**config.mk**
```make
export PLATFORM = sky130hd
export DESIGN_NAME = fetch_top
export DESIGN_NICKNAME = d
export VERILOG_FILES = /design/src/fetch_pkg.sv /design/src/pc_select.sv /design/src/fetch_request.sv /design/src/fetch_buffer.sv /design/src/fetch_top.sv
export VERILOG_INCLUDE_DIRS = /design/src /design/src/include
export SDC_FILE = /design/constraint.sdc
export NUM_CORES = 1
export LEC_CHECK = 0
export CAP_MARGIN = 25
export CELL_PAD_IN_SITES_DETAIL_PLACEMENT = 0
export CELL_PAD_IN_SITES_GLOBAL_PLACEMENT = 1
export CORE_AREA = 4 4 248 177
export CTS_CLUSTER_DIAMETER = 30
export DETAILED_ROUTE_END_ITERATION = 10
export DIE_AREA = 0 0 252 181
export DONT_BUFFER_PORTS = 1
export GPL_TIMING_DRIVEN = 0
export PLACE_DENSITY = 0.63
export SLEW_MARGIN = 10
export SYNTH_ARGS = -nofsm -noshare
export SYNTH_HDL_FRONTEND = slang
export SYNTH_SLANG_ARGS = --single-unit
```
**constraint.sdc**
```tcl
create_clock -name clk -period 18.7 [get_ports clk]
set_clock_uncertainty 0.05 [all_clocks]
set_input_delay 2.805 -clock clk [delete_from_list [all_inputs] [get_ports clk]]
set_output_delay 2.805 -clock clk [all_outputs]
set_load 0.05 [all_outputs]
```
**src/include/fetch_defines.svh**
```systemverilog
`ifndef FETCH_DEFINES_SVH
`define FETCH_DEFINES_SVH

// boot exception vector, kseg1
`define FETCH_RESET_VECTOR 32'hBFC0_0000

// datapath widths
`define FETCH_XLEN      32
`define FETCH_LINE_BITS 64

// byte steps
`define FETCH_LINE_STEP  32'd8
`define FETCH_INSTR_STEP 32'd4

// low pc bits that must be zero for an instruction fetch
`define FETCH_ALIGN_BITS 2

`endif

```
**src/fetch_pkg.sv**
```systemverilog
`include "fetch_defines.svh"

package fetch_pkg;

    // instruction bus request, valid is a level
    typedef struct packed {
        logic                   valid;
        logic [`FETCH_XLEN-1:0] addr;
    } ibus_req_t;

    // instruction bus response strobes and line
    typedef struct packed {
        logic                        addr_ok;
        logic                        data_ok;
        logic [`FETCH_LINE_BITS-1:0] data;
    } ibus_resp_t;

    // redirect strobes from the back end
    // priority exc > eret > branch
    typedef struct packed {
        logic                   exc;
        logic                   eret;
        logic                   branch;
        logic [`FETCH_XLEN-1:0] entrance;
        logic [`FETCH_XLEN-1:0] epc;
        logic [`FETCH_XLEN-1:0] target;
    } redirect_t;

    // one fetch line, seen whole or as two instruction words
    // instr[0] is the lower address
    typedef union packed {
        logic [`FETCH_LINE_BITS-1:0]  word;
        logic [1:0][`FETCH_XLEN-1:0]  instr;
    } fetch_line_u;

    typedef struct packed {
        logic                   valid;
        logic [`FETCH_XLEN-1:0] pc;
        logic [`FETCH_XLEN-1:0] raw_instr;
        logic                   adel;
    } fetch_slot_t;

    // slot[0] holds the older instruction
    typedef struct packed {
        fetch_slot_t [1:0] slot;
    } fetch_bundle_t;

endpackage

```
**src/pc_select.sv**
```systemverilog
`timescale 1ns/1ps

`include "fetch_defines.svh"

module pc_select (
    input  logic                 clk,
    input  logic                 reset,
    input  fetch_pkg::redirect_t i_redirect,
    input  logic                 i_advance,
    input  logic                 i_wait,
    output logic [31:0]          o_pc,
    output logic                 o_redirect_now
);

    logic [31:0] pc_q;
    logic [31:0] pc_next;

    // rank 3 exc, 2 eret, 1 branch, 0 none
    logic [1:0]  fresh_rank;
    logic [31:0] fresh_pc;

    logic        pend_valid;
    logic [1:0]  pend_rank;
    logic [31:0] pend_pc;

    logic        fresh_wins;
    logic [31:0] target_pc;

    always_comb begin
        fresh_rank = 2'd0;
        fresh_pc   = i_redirect.target;
        if (i_redirect.exc) begin
            fresh_rank = 2'd3;
            fresh_pc   = i_redirect.entrance;
        end else if (i_redirect.eret) begin
            fresh_rank = 2'd2;
            fresh_pc   = i_redirect.epc;
        end else if (i_redirect.branch) begin
            fresh_rank = 2'd1;
        end
    end

    // newer strobe wins on equal or higher rank
    assign fresh_wins = (fresh_rank != 2'd0) && (!pend_valid || fresh_rank >= pend_rank);
    assign target_pc  = fresh_wins ? fresh_pc : pend_pc;

    // a request stuck on addr_ok keeps its address, so redirects wait for the accept
    assign o_redirect_now = !i_wait && ((fresh_rank != 2'd0) || pend_valid);

    always_comb begin
        if (o_redirect_now) begin
            pc_next = target_pc;
        end else if (i_advance) begin
            pc_next = pc_q + `FETCH_LINE_STEP;
        end else begin
            pc_next = pc_q;
        end
    end

    always_ff @(posedge clk) begin
        if (reset) begin
            pc_q <= `FETCH_RESET_VECTOR;
        end else begin
            pc_q <= pc_next;
        end
    end

    // saved redirect while the bus holds us off
    always_ff @(posedge clk) begin
        if (reset) begin
            pend_valid <= 1'b0;
            pend_rank  <= 2'd0;
        end else if (o_redirect_now) begin
            pend_valid <= 1'b0;
            pend_rank  <= 2'd0;
        end else if (i_wait && fresh_wins) begin
            pend_valid <= 1'b1;
            pend_rank  <= fresh_rank;
        end
    end

    always_ff @(posedge clk) begin
        if (i_wait && fresh_wins) begin
            pend_pc <= fresh_pc;
        end
    end

    assign o_pc = pc_q;

    // pc holds while a request waits for addr_ok
    a_pc_hold: assert property (@(posedge clk) disable iff (reset)
        i_wait |=> $stable(pc_q));

endmodule

```
**src/fetch_request.sv**
```systemverilog
`timescale 1ns/1ps

`include "fetch_defines.svh"

module fetch_request (
    input  logic                   clk,
    input  logic                   reset,
    input  logic [31:0]            i_pc,
    input  logic                   i_redirect_now,
    input  logic                   i_full,
    input  fetch_pkg::ibus_resp_t  i_iresp,
    output fetch_pkg::ibus_req_t   o_ireq,
    output logic                   o_advance,
    output logic                   o_wait,
    output logic                   o_line_valid,
    output logic [31:0]            o_line_pc,
    output fetch_pkg::fetch_line_u o_line_data,
    output logic                   o_adel_valid
);

    logic        run_q;
    logic        wait_q;
    logic        out_q;
    logic        kill_q;
    logic        halt_q;
    logic        adel_q;
    logic [31:0] out_pc_q;

    logic        misaligned;
    logic        busy;
    logic        req_valid;
    logic        accept;
    logic        raise_adel;

    assign misaligned = i_pc[`FETCH_ALIGN_BITS-1:0] != '0;

    // a new request may go out in the cycle the previous line returns
    assign busy = out_q && !i_iresp.data_ok;

    // once raised, hold the request until addr_ok
    assign req_valid = run_q && !misaligned && !halt_q && (wait_q || (!i_full && !busy));
    assign accept    = req_valid && i_iresp.addr_ok;

    assign o_ireq.valid = req_valid;
    assign o_ireq.addr  = i_pc;
    assign o_advance    = accept;
    assign o_wait       = req_valid && !i_iresp.addr_ok;

    // bad pc, report once and stop
    assign raise_adel = run_q && misaligned && !halt_q && !i_full && !i_redirect_now;

    always_ff @(posedge clk) begin
        if (reset) begin
            run_q  <= 1'b0;
            wait_q <= 1'b0;
            out_q  <= 1'b0;
            kill_q <= 1'b0;
            halt_q <= 1'b0;
            adel_q <= 1'b0;
        end else begin
            run_q  <= 1'b1;
            wait_q <= o_wait;
            adel_q <= raise_adel;
            if (accept) begin
                out_q  <= 1'b1;
                kill_q <= i_redirect_now;
            end else if (i_iresp.data_ok) begin
                out_q  <= 1'b0;
                kill_q <= 1'b0;
            end else if (i_redirect_now) begin
                kill_q <= 1'b1;
            end
            if (i_redirect_now) begin
                halt_q <= 1'b0;
            end else if (raise_adel) begin
                halt_q <= 1'b1;
            end
        end
    end

    always_ff @(posedge clk) begin
        if (accept) begin
            out_pc_q <= i_pc;
        end
    end

    // drop lines of killed requests and lines racing a redirect
    assign o_line_valid     = i_iresp.data_ok && out_q && !kill_q && !i_redirect_now;
    // pc holds while halted, so it still names the faulting address
    assign o_line_pc        = adel_q ? i_pc : out_pc_q;
    assign o_line_data.word = i_iresp.data;
    assign o_adel_valid     = adel_q;

    a_addr_stable: assert property (@(posedge clk) disable iff (reset)
        o_wait |=> o_ireq.valid && $stable(o_ireq.addr));

    a_no_orphan_data: assert property (@(posedge clk) disable iff (reset)
        i_iresp.data_ok |-> out_q);

endmodule

```
**src/fetch_buffer.sv**
```systemverilog
`timescale 1ns/1ps

`include "fetch_defines.svh"

module fetch_buffer (
    input  logic                     clk,
    input  logic                     reset,
    input  logic                     i_flush,
    input  logic                     i_decode_stall,
    input  logic                     i_line_valid,
    input  logic [31:0]              i_line_pc,
    input  fetch_pkg::fetch_line_u   i_line_data,
    input  logic                     i_adel_valid,
    output fetch_pkg::fetch_bundle_t o_bundle,
    output logic                     o_full
);

    import fetch_pkg::*;

    fetch_bundle_t out_q;

    // second line parked while decode stalls
    logic          hold_valid;
    logic [31:0]   hold_pc;
    fetch_line_u   hold_line;
    logic          hold_adel;

    logic          in_valid;
    logic          out_valid;
    logic          out_free;
    fetch_bundle_t in_bundle;
    fetch_bundle_t hold_bundle;

    // split one line into two slots
    // an address error gives slot 0 only, with no instruction word
    function automatic fetch_bundle_t build_bundle(
        input logic [31:0] pc,
        input fetch_line_u line,
        input logic        adel
    );
        fetch_bundle_t b;
        b.slot[0].valid     = 1'b1;
        b.slot[0].pc        = pc;
        b.slot[0].raw_instr = adel ? '0 : line.instr[0];
        b.slot[0].adel      = adel;
        b.slot[1].valid     = !adel;
        b.slot[1].pc        = pc + `FETCH_INSTR_STEP;
        b.slot[1].raw_instr = adel ? '0 : line.instr[1];
        b.slot[1].adel      = 1'b0;
        return b;
    endfunction

    assign in_valid    = i_line_valid || i_adel_valid;
    assign in_bundle   = build_bundle(i_line_pc, i_line_data, i_adel_valid);
    assign hold_bundle = build_bundle(hold_pc, hold_line, hold_adel);

    assign out_valid = out_q.slot[0].valid;

    // output takes a new bundle when empty or when decode drains it
    assign out_free = !out_valid || !i_decode_stall;

    // leave room for the line that may already be in flight
    assign o_full = hold_valid || (out_valid && i_decode_stall);

    always_ff @(posedge clk) begin
        if (reset || i_flush) begin
            out_q.slot[0].valid <= 1'b0;
            out_q.slot[1].valid <= 1'b0;
            hold_valid          <= 1'b0;
        end else if (out_free) begin
            if (hold_valid) begin
                out_q      <= hold_bundle;
                hold_valid <= in_valid;
            end else if (in_valid) begin
                out_q <= in_bundle;
            end else begin
                out_q.slot[0].valid <= 1'b0;
                out_q.slot[1].valid <= 1'b0;
            end
        end else if (in_valid) begin
            hold_valid <= 1'b1;
        end
    end

    // raw line kept whole, split again on the way out
    always_ff @(posedge clk) begin
        if (in_valid && (hold_valid || !out_free)) begin
            hold_pc        <= i_line_pc;
            hold_line.word <= i_line_data.word;
            hold_adel      <= i_adel_valid;
        end
    end

    assign o_bundle = out_q;

    // request side must never send a line with both stages occupied
    a_no_overflow: assert property (@(posedge clk) disable iff (reset)
        in_valid && !i_flush |-> !(hold_valid && i_decode_stall));

endmodule

```
**src/fetch_top.sv**
```systemverilog
`timescale 1ns/1ps

module fetch_top (
    input  logic                     clk,
    input  logic                     reset,
    input  fetch_pkg::redirect_t     i_redirect,
    input  logic                     i_decode_stall,
    input  fetch_pkg::ibus_resp_t    i_iresp,
    output fetch_pkg::ibus_req_t     o_ireq,
    output fetch_pkg::fetch_bundle_t o_bundle
);

    import fetch_pkg::*;

    logic [31:0] pc;
    logic        redirect_now;
    logic        advance;
    logic        req_wait;
    logic        line_valid;
    logic [31:0] line_pc;
    fetch_line_u line_data;
    logic        adel_valid;
    logic        full;

    pc_select u_pc_select (
        .clk            (clk),
        .reset          (reset),
        .i_redirect     (i_redirect),
        .i_advance      (advance),
        .i_wait         (req_wait),
        .o_pc           (pc),
        .o_redirect_now (redirect_now)
    );

    fetch_request u_fetch_request (
        .clk            (clk),
        .reset          (reset),
        .i_pc           (pc),
        .i_redirect_now (redirect_now),
        .i_full         (full),
        .i_iresp        (i_iresp),
        .o_ireq         (o_ireq),
        .o_advance      (advance),
        .o_wait         (req_wait),
        .o_line_valid   (line_valid),
        .o_line_pc      (line_pc),
        .o_line_data    (line_data),
        .o_adel_valid   (adel_valid)
    );

    // flush on the same edge that loads the redirect pc
    fetch_buffer u_fetch_buffer (
        .clk            (clk),
        .reset          (reset),
        .i_flush        (redirect_now),
        .i_decode_stall (i_decode_stall),
        .i_line_valid   (line_valid),
        .i_line_pc      (line_pc),
        .i_line_data    (line_data),
        .i_adel_valid   (adel_valid),
        .o_bundle       (o_bundle),
        .o_full         (full)
    );

endmodule

```
==> results.toml <==
[run_status]
outcome = "completed"

[placement]
final_weighted_congestion_in_routability_driven_placement = 0.797
dpl_worst_slack_ns = 11.65
post_dp_cell_area_mm2 = 0.0149
place_inst = 1560
numPortBuffers = 0
post-dp-hpwl_mm = 28.0

[finish]
layout.area.seq_mm2 = 0.00953
final.fill_count = 3885
synthesis_to_layout_area_growth_pct = 23.7
antennaDiodeCount = 0
stdcell_area_mm2 = 0.0173
finalNonFillerCells = 1685
multiInputGateArea_mm2 = 0.00401
finalNetCount = 1250
drive_above_1_share_pct = 19.2

[yosys]
yosys-mux-area-fraction_pct = 7.93
postSynthRegisterBits = 332
synth-adder-area-share_pct = 0.358
synth_simple_gate_area_share_pct = 8.79
synth.lib_cells_used.distinct = 65
postSynthCellCount = 989
yosys.cell_count.top_type = "sky130_fd_sc_hd__edfxtp_1"
synth_top_flop_cell = "sky130_fd_sc_hd__edfxtp_1"
async_flop_share_pct = 0
largest_family_of_logic_cells_by_synthesized_area = "simple AND/OR/NAND/NOR gates"
mappedNetlistNets = 1161
post_synth_instance_area_mm2 = 0.0140
synth-compound-area-share_pct = 8.46
synthesis.area_per_instance_um2 = 14.1
synthDominantCellAreaShare_pct = 61.9
synth_xor_xnor_area_share_pct = 3.01
synth_edf_count = 288
netlist_top_cells_area = "sky130_fd_sc_hd__edfxtp_1, sky130_fd_sc_hd__dfxtp_1, sky130_fd_sc_hd__mux2i_1"
synth.yosys.seq_area_share_pct = 68.2
ys.warnings.count = 0
synthDominantAreaCellType = "sky130_fd_sc_hd__edfxtp_1"
yosys-top-cells-count = "sky130_fd_sc_hd__edfxtp_1, sky130_fd_sc_hd__nand2_1, sky130_fd_sc_hd__a22o_1, sky130_fd_sc_hd__mux2i_1, sky130_fd_sc_hd__dfxtp_1"

[floorplan]
rows = 63
initial_core_util_pct = 33.4
floorplan.die_area_mm2 = 0.0456
dieWidth_um = 252
io-pin-count = 333
fp.dieH_um = 181
core_box_area_mm2 = 0.0418

[detailed_routing]
routed_wl_mm = 37.5
post_drt_wl_per_cell_um = 22.3
number_of_design_rule_violations_left_by_the_first_detailed_router_iteration = 564
routed_via_density = 5.02
detailed_route_via_count = 8452
antenna_left = 0
firstDrtPassIters = 6
drt_drc_violations_left = 0

[setup_path]
r2r-start = "u_pc_select.o_pc[1]$_SDFFE_PP0P_"
critical_path_peak_fanout = 5
critPathArrivalTime_ns = 3.78
worstPathRequired_ns = 15.85
critical_path_class = "input port to output pin"
setup.worst_path.start = "i_decode_stall"
critPathCaptureType = "output pin"
critical_path.startpoint_type = "input port"

[clock_network]
clkTransAtPathRegs_ns = 0.05
clock_tree.htree_level_count = 3
cts_buffer_depth = 3
tritoncts.num_buffers = 68
clock_latency_ns = 0.58
post_cts_resize_count = 0
buffer_cell_driving_the_clock_tree_root = "sky130_fd_sc_hd__clkbuf_16"
tritoncts = "built"
number_of_buffers_inserted_by_post_cts_setup_repair = 0
ctsHoldBuffers = 0
cts.sink_count = 332

[global_routing]
track_usage_pct = 16.2
grt_max_degree = 40
number_of_global_route_vias_before_repair = 8840
grt_pass1_wl_mm = 56.3
grt_overflow = 0
grt_antenna_before_repair = 0

[worst_hold_path]
start_point_of_the_worst_hold_path = "u_fetch_request.halt_q$_SDFFE_PP0P_"
hold_path.class = "flip-flop to flip-flop"

[timing]
relSlewSlack_pct = 40.5
setup_tns_ns = 0
final-hold-violation-count = 0
finalWorstPathRequiredPeriod_ns = 6.63
worst_margin_slew_ns = 0.891
timing.final.max_slew_violations = 0
setup-violations-final = 0
setup_slack_ns = 12.07
unrepaired_setup_endpoints_after_global_routing = "false"
finalHoldWorstSlack_ns = 0.379
achievable-frequency_ghz = 0.151
min_period_over_period_pct = 35.5

[power]
peakVddDrop_mv = 0.0992
power.static_leakage_nw = 5.85
power.density_cell_area_mw_per_mm2 = 129

[flow_run]
drv.max_cap_violation_count = 0
## per-layer routing
layer  up-vias  wire (um)  GRT usage [%]
met4         0        885           4.70
met1      4174      17000           22.0
met3        67       2980           6.42
met5         -          0              0
met2       259      16700           24.0
li1       3952          -              -
## critical path: stages
cell and delay [ns]:
sky130_fd_sc_hd__a21oi_2 0.25, sky130_fd_sc_hd__a21o_1 0.24, sky130_fd_sc_hd__nand2_1 0.19, sky130_fd_sc_hd__inv_1 0.09, sky130_fd_sc_hd__buf_4 0.20
## placed cells by master, fill, tap and decap left out, types with 5 or more instances in the layout
cell type and count:
sky130_fd_sc_hd__inv_1 38, sky130_fd_sc_hd__a211oi_1 11, sky130_fd_sc_hd__buf_6 5, sky130_fd_sc_hd__mux2_2 42, sky130_fd_sc_hd__and2_1 6, sky130_fd_sc_hd__clkinv_2 10
sky130_fd_sc_hd__nor4_1 11, sky130_fd_sc_hd__bufinv_16 10, sky130_fd_sc_hd__clkbuf_1 46, sky130_fd_sc_hd__buf_2 15, sky130_fd_sc_hd__a311oi_1 9, sky130_fd_sc_hd__nor2_1 25
sky130_fd_sc_hd__mux2i_1 58, sky130_fd_sc_hd__clkinv_4 5, sky130_fd_sc_hd__xor2_1 8, sky130_fd_sc_hd__buf_4 20, sky130_fd_sc_hd__o21ai_0 38, sky130_fd_sc_hd__nand3_1 25
sky130_fd_sc_hd__a32oi_1 5, sky130_fd_sc_hd__dfxtp_1 44, sky130_fd_sc_hd__a21oi_1 14, sky130_fd_sc_hd__a22o_1 64, sky130_fd_sc_hd__nand4_1 9, sky130_fd_sc_hd__nor3_1 23
sky130_fd_sc_hd__edfxtp_1 288, sky130_fd_sc_hd__clkbuf_16 68, sky130_fd_sc_hd__xnor2_1 40, sky130_fd_sc_hd__and3_1 16, sky130_fd_sc_hd__nand2_1 95
## path summary, 6_finish.rpt
check,endpoint,slack (ns),cells after the start
max,o_ireq[32],12.07,5
min,u_fetch_request.o_adel_valid$_SDFF_PP0_,0.38,1
max reg2reg,u_fetch_buffer.o_bundle[101]$_DFFE_PP_,13.95,14
min reg2reg,u_fetch_request.o_adel_valid$_SDFF_PP0_,0.38,1
## sequential cells by signal, indices dropped and copies added (netlist names), 2 cells and up
| name | flops |
|---|---|
| u_fetch_buffer.hold_line | 64 |
| u_pc_select.pend_rank | 2 |
| u_pc_select.o_pc | 32 |
| u_fetch_buffer.hold_pc | 32 |
| u_fetch_buffer.o_bundle | 128 |
| u_fetch_request.out_pc_q | 32 |
| u_pc_select.pend_pc | 32 |
## kinds of logic (layout without fill, tap and decap cells)
kind of cell	count (synthesis)	count (layout)
AND/OR/NAND/NOR	239	239
adder cells (fa/ha/maj)	4	4
other	1	1
AO/OA/AOI/OAI	161	161
multiplexers	104	104
flip-flops	332	332
buffers and inverters	100	244
XOR/XNOR	48	48
## power breakdown
group,total [mW],internal [mW],switching [mW]
clock network,1.24,0.829,0.410
registers,0.887,0.831,0.0563
logic,0.104,0.0420,0.0624
## layout make-up
type,instances,area share (%)
multi-input combinational,557,23.2
inverter,39,0.854
buffer,61,1.76
tap,552,4.00
timing repair buffer,19,1.15
clock inverter,41,3.59
clock buffer,84,10.3
sequential,332,55.1
## through the flow
step / util (%) / power (mW)
after global routing: 41.4 / 2.32
after detailed placement: 35.6 / 1.01
final: 41.4 / 2.23
after global placement: 35.1 / 1.01
after floorplan: - / 0.967
after CTS: 41.4 / 2.26
Note: power is estimated with default switching activity, not from simulation.
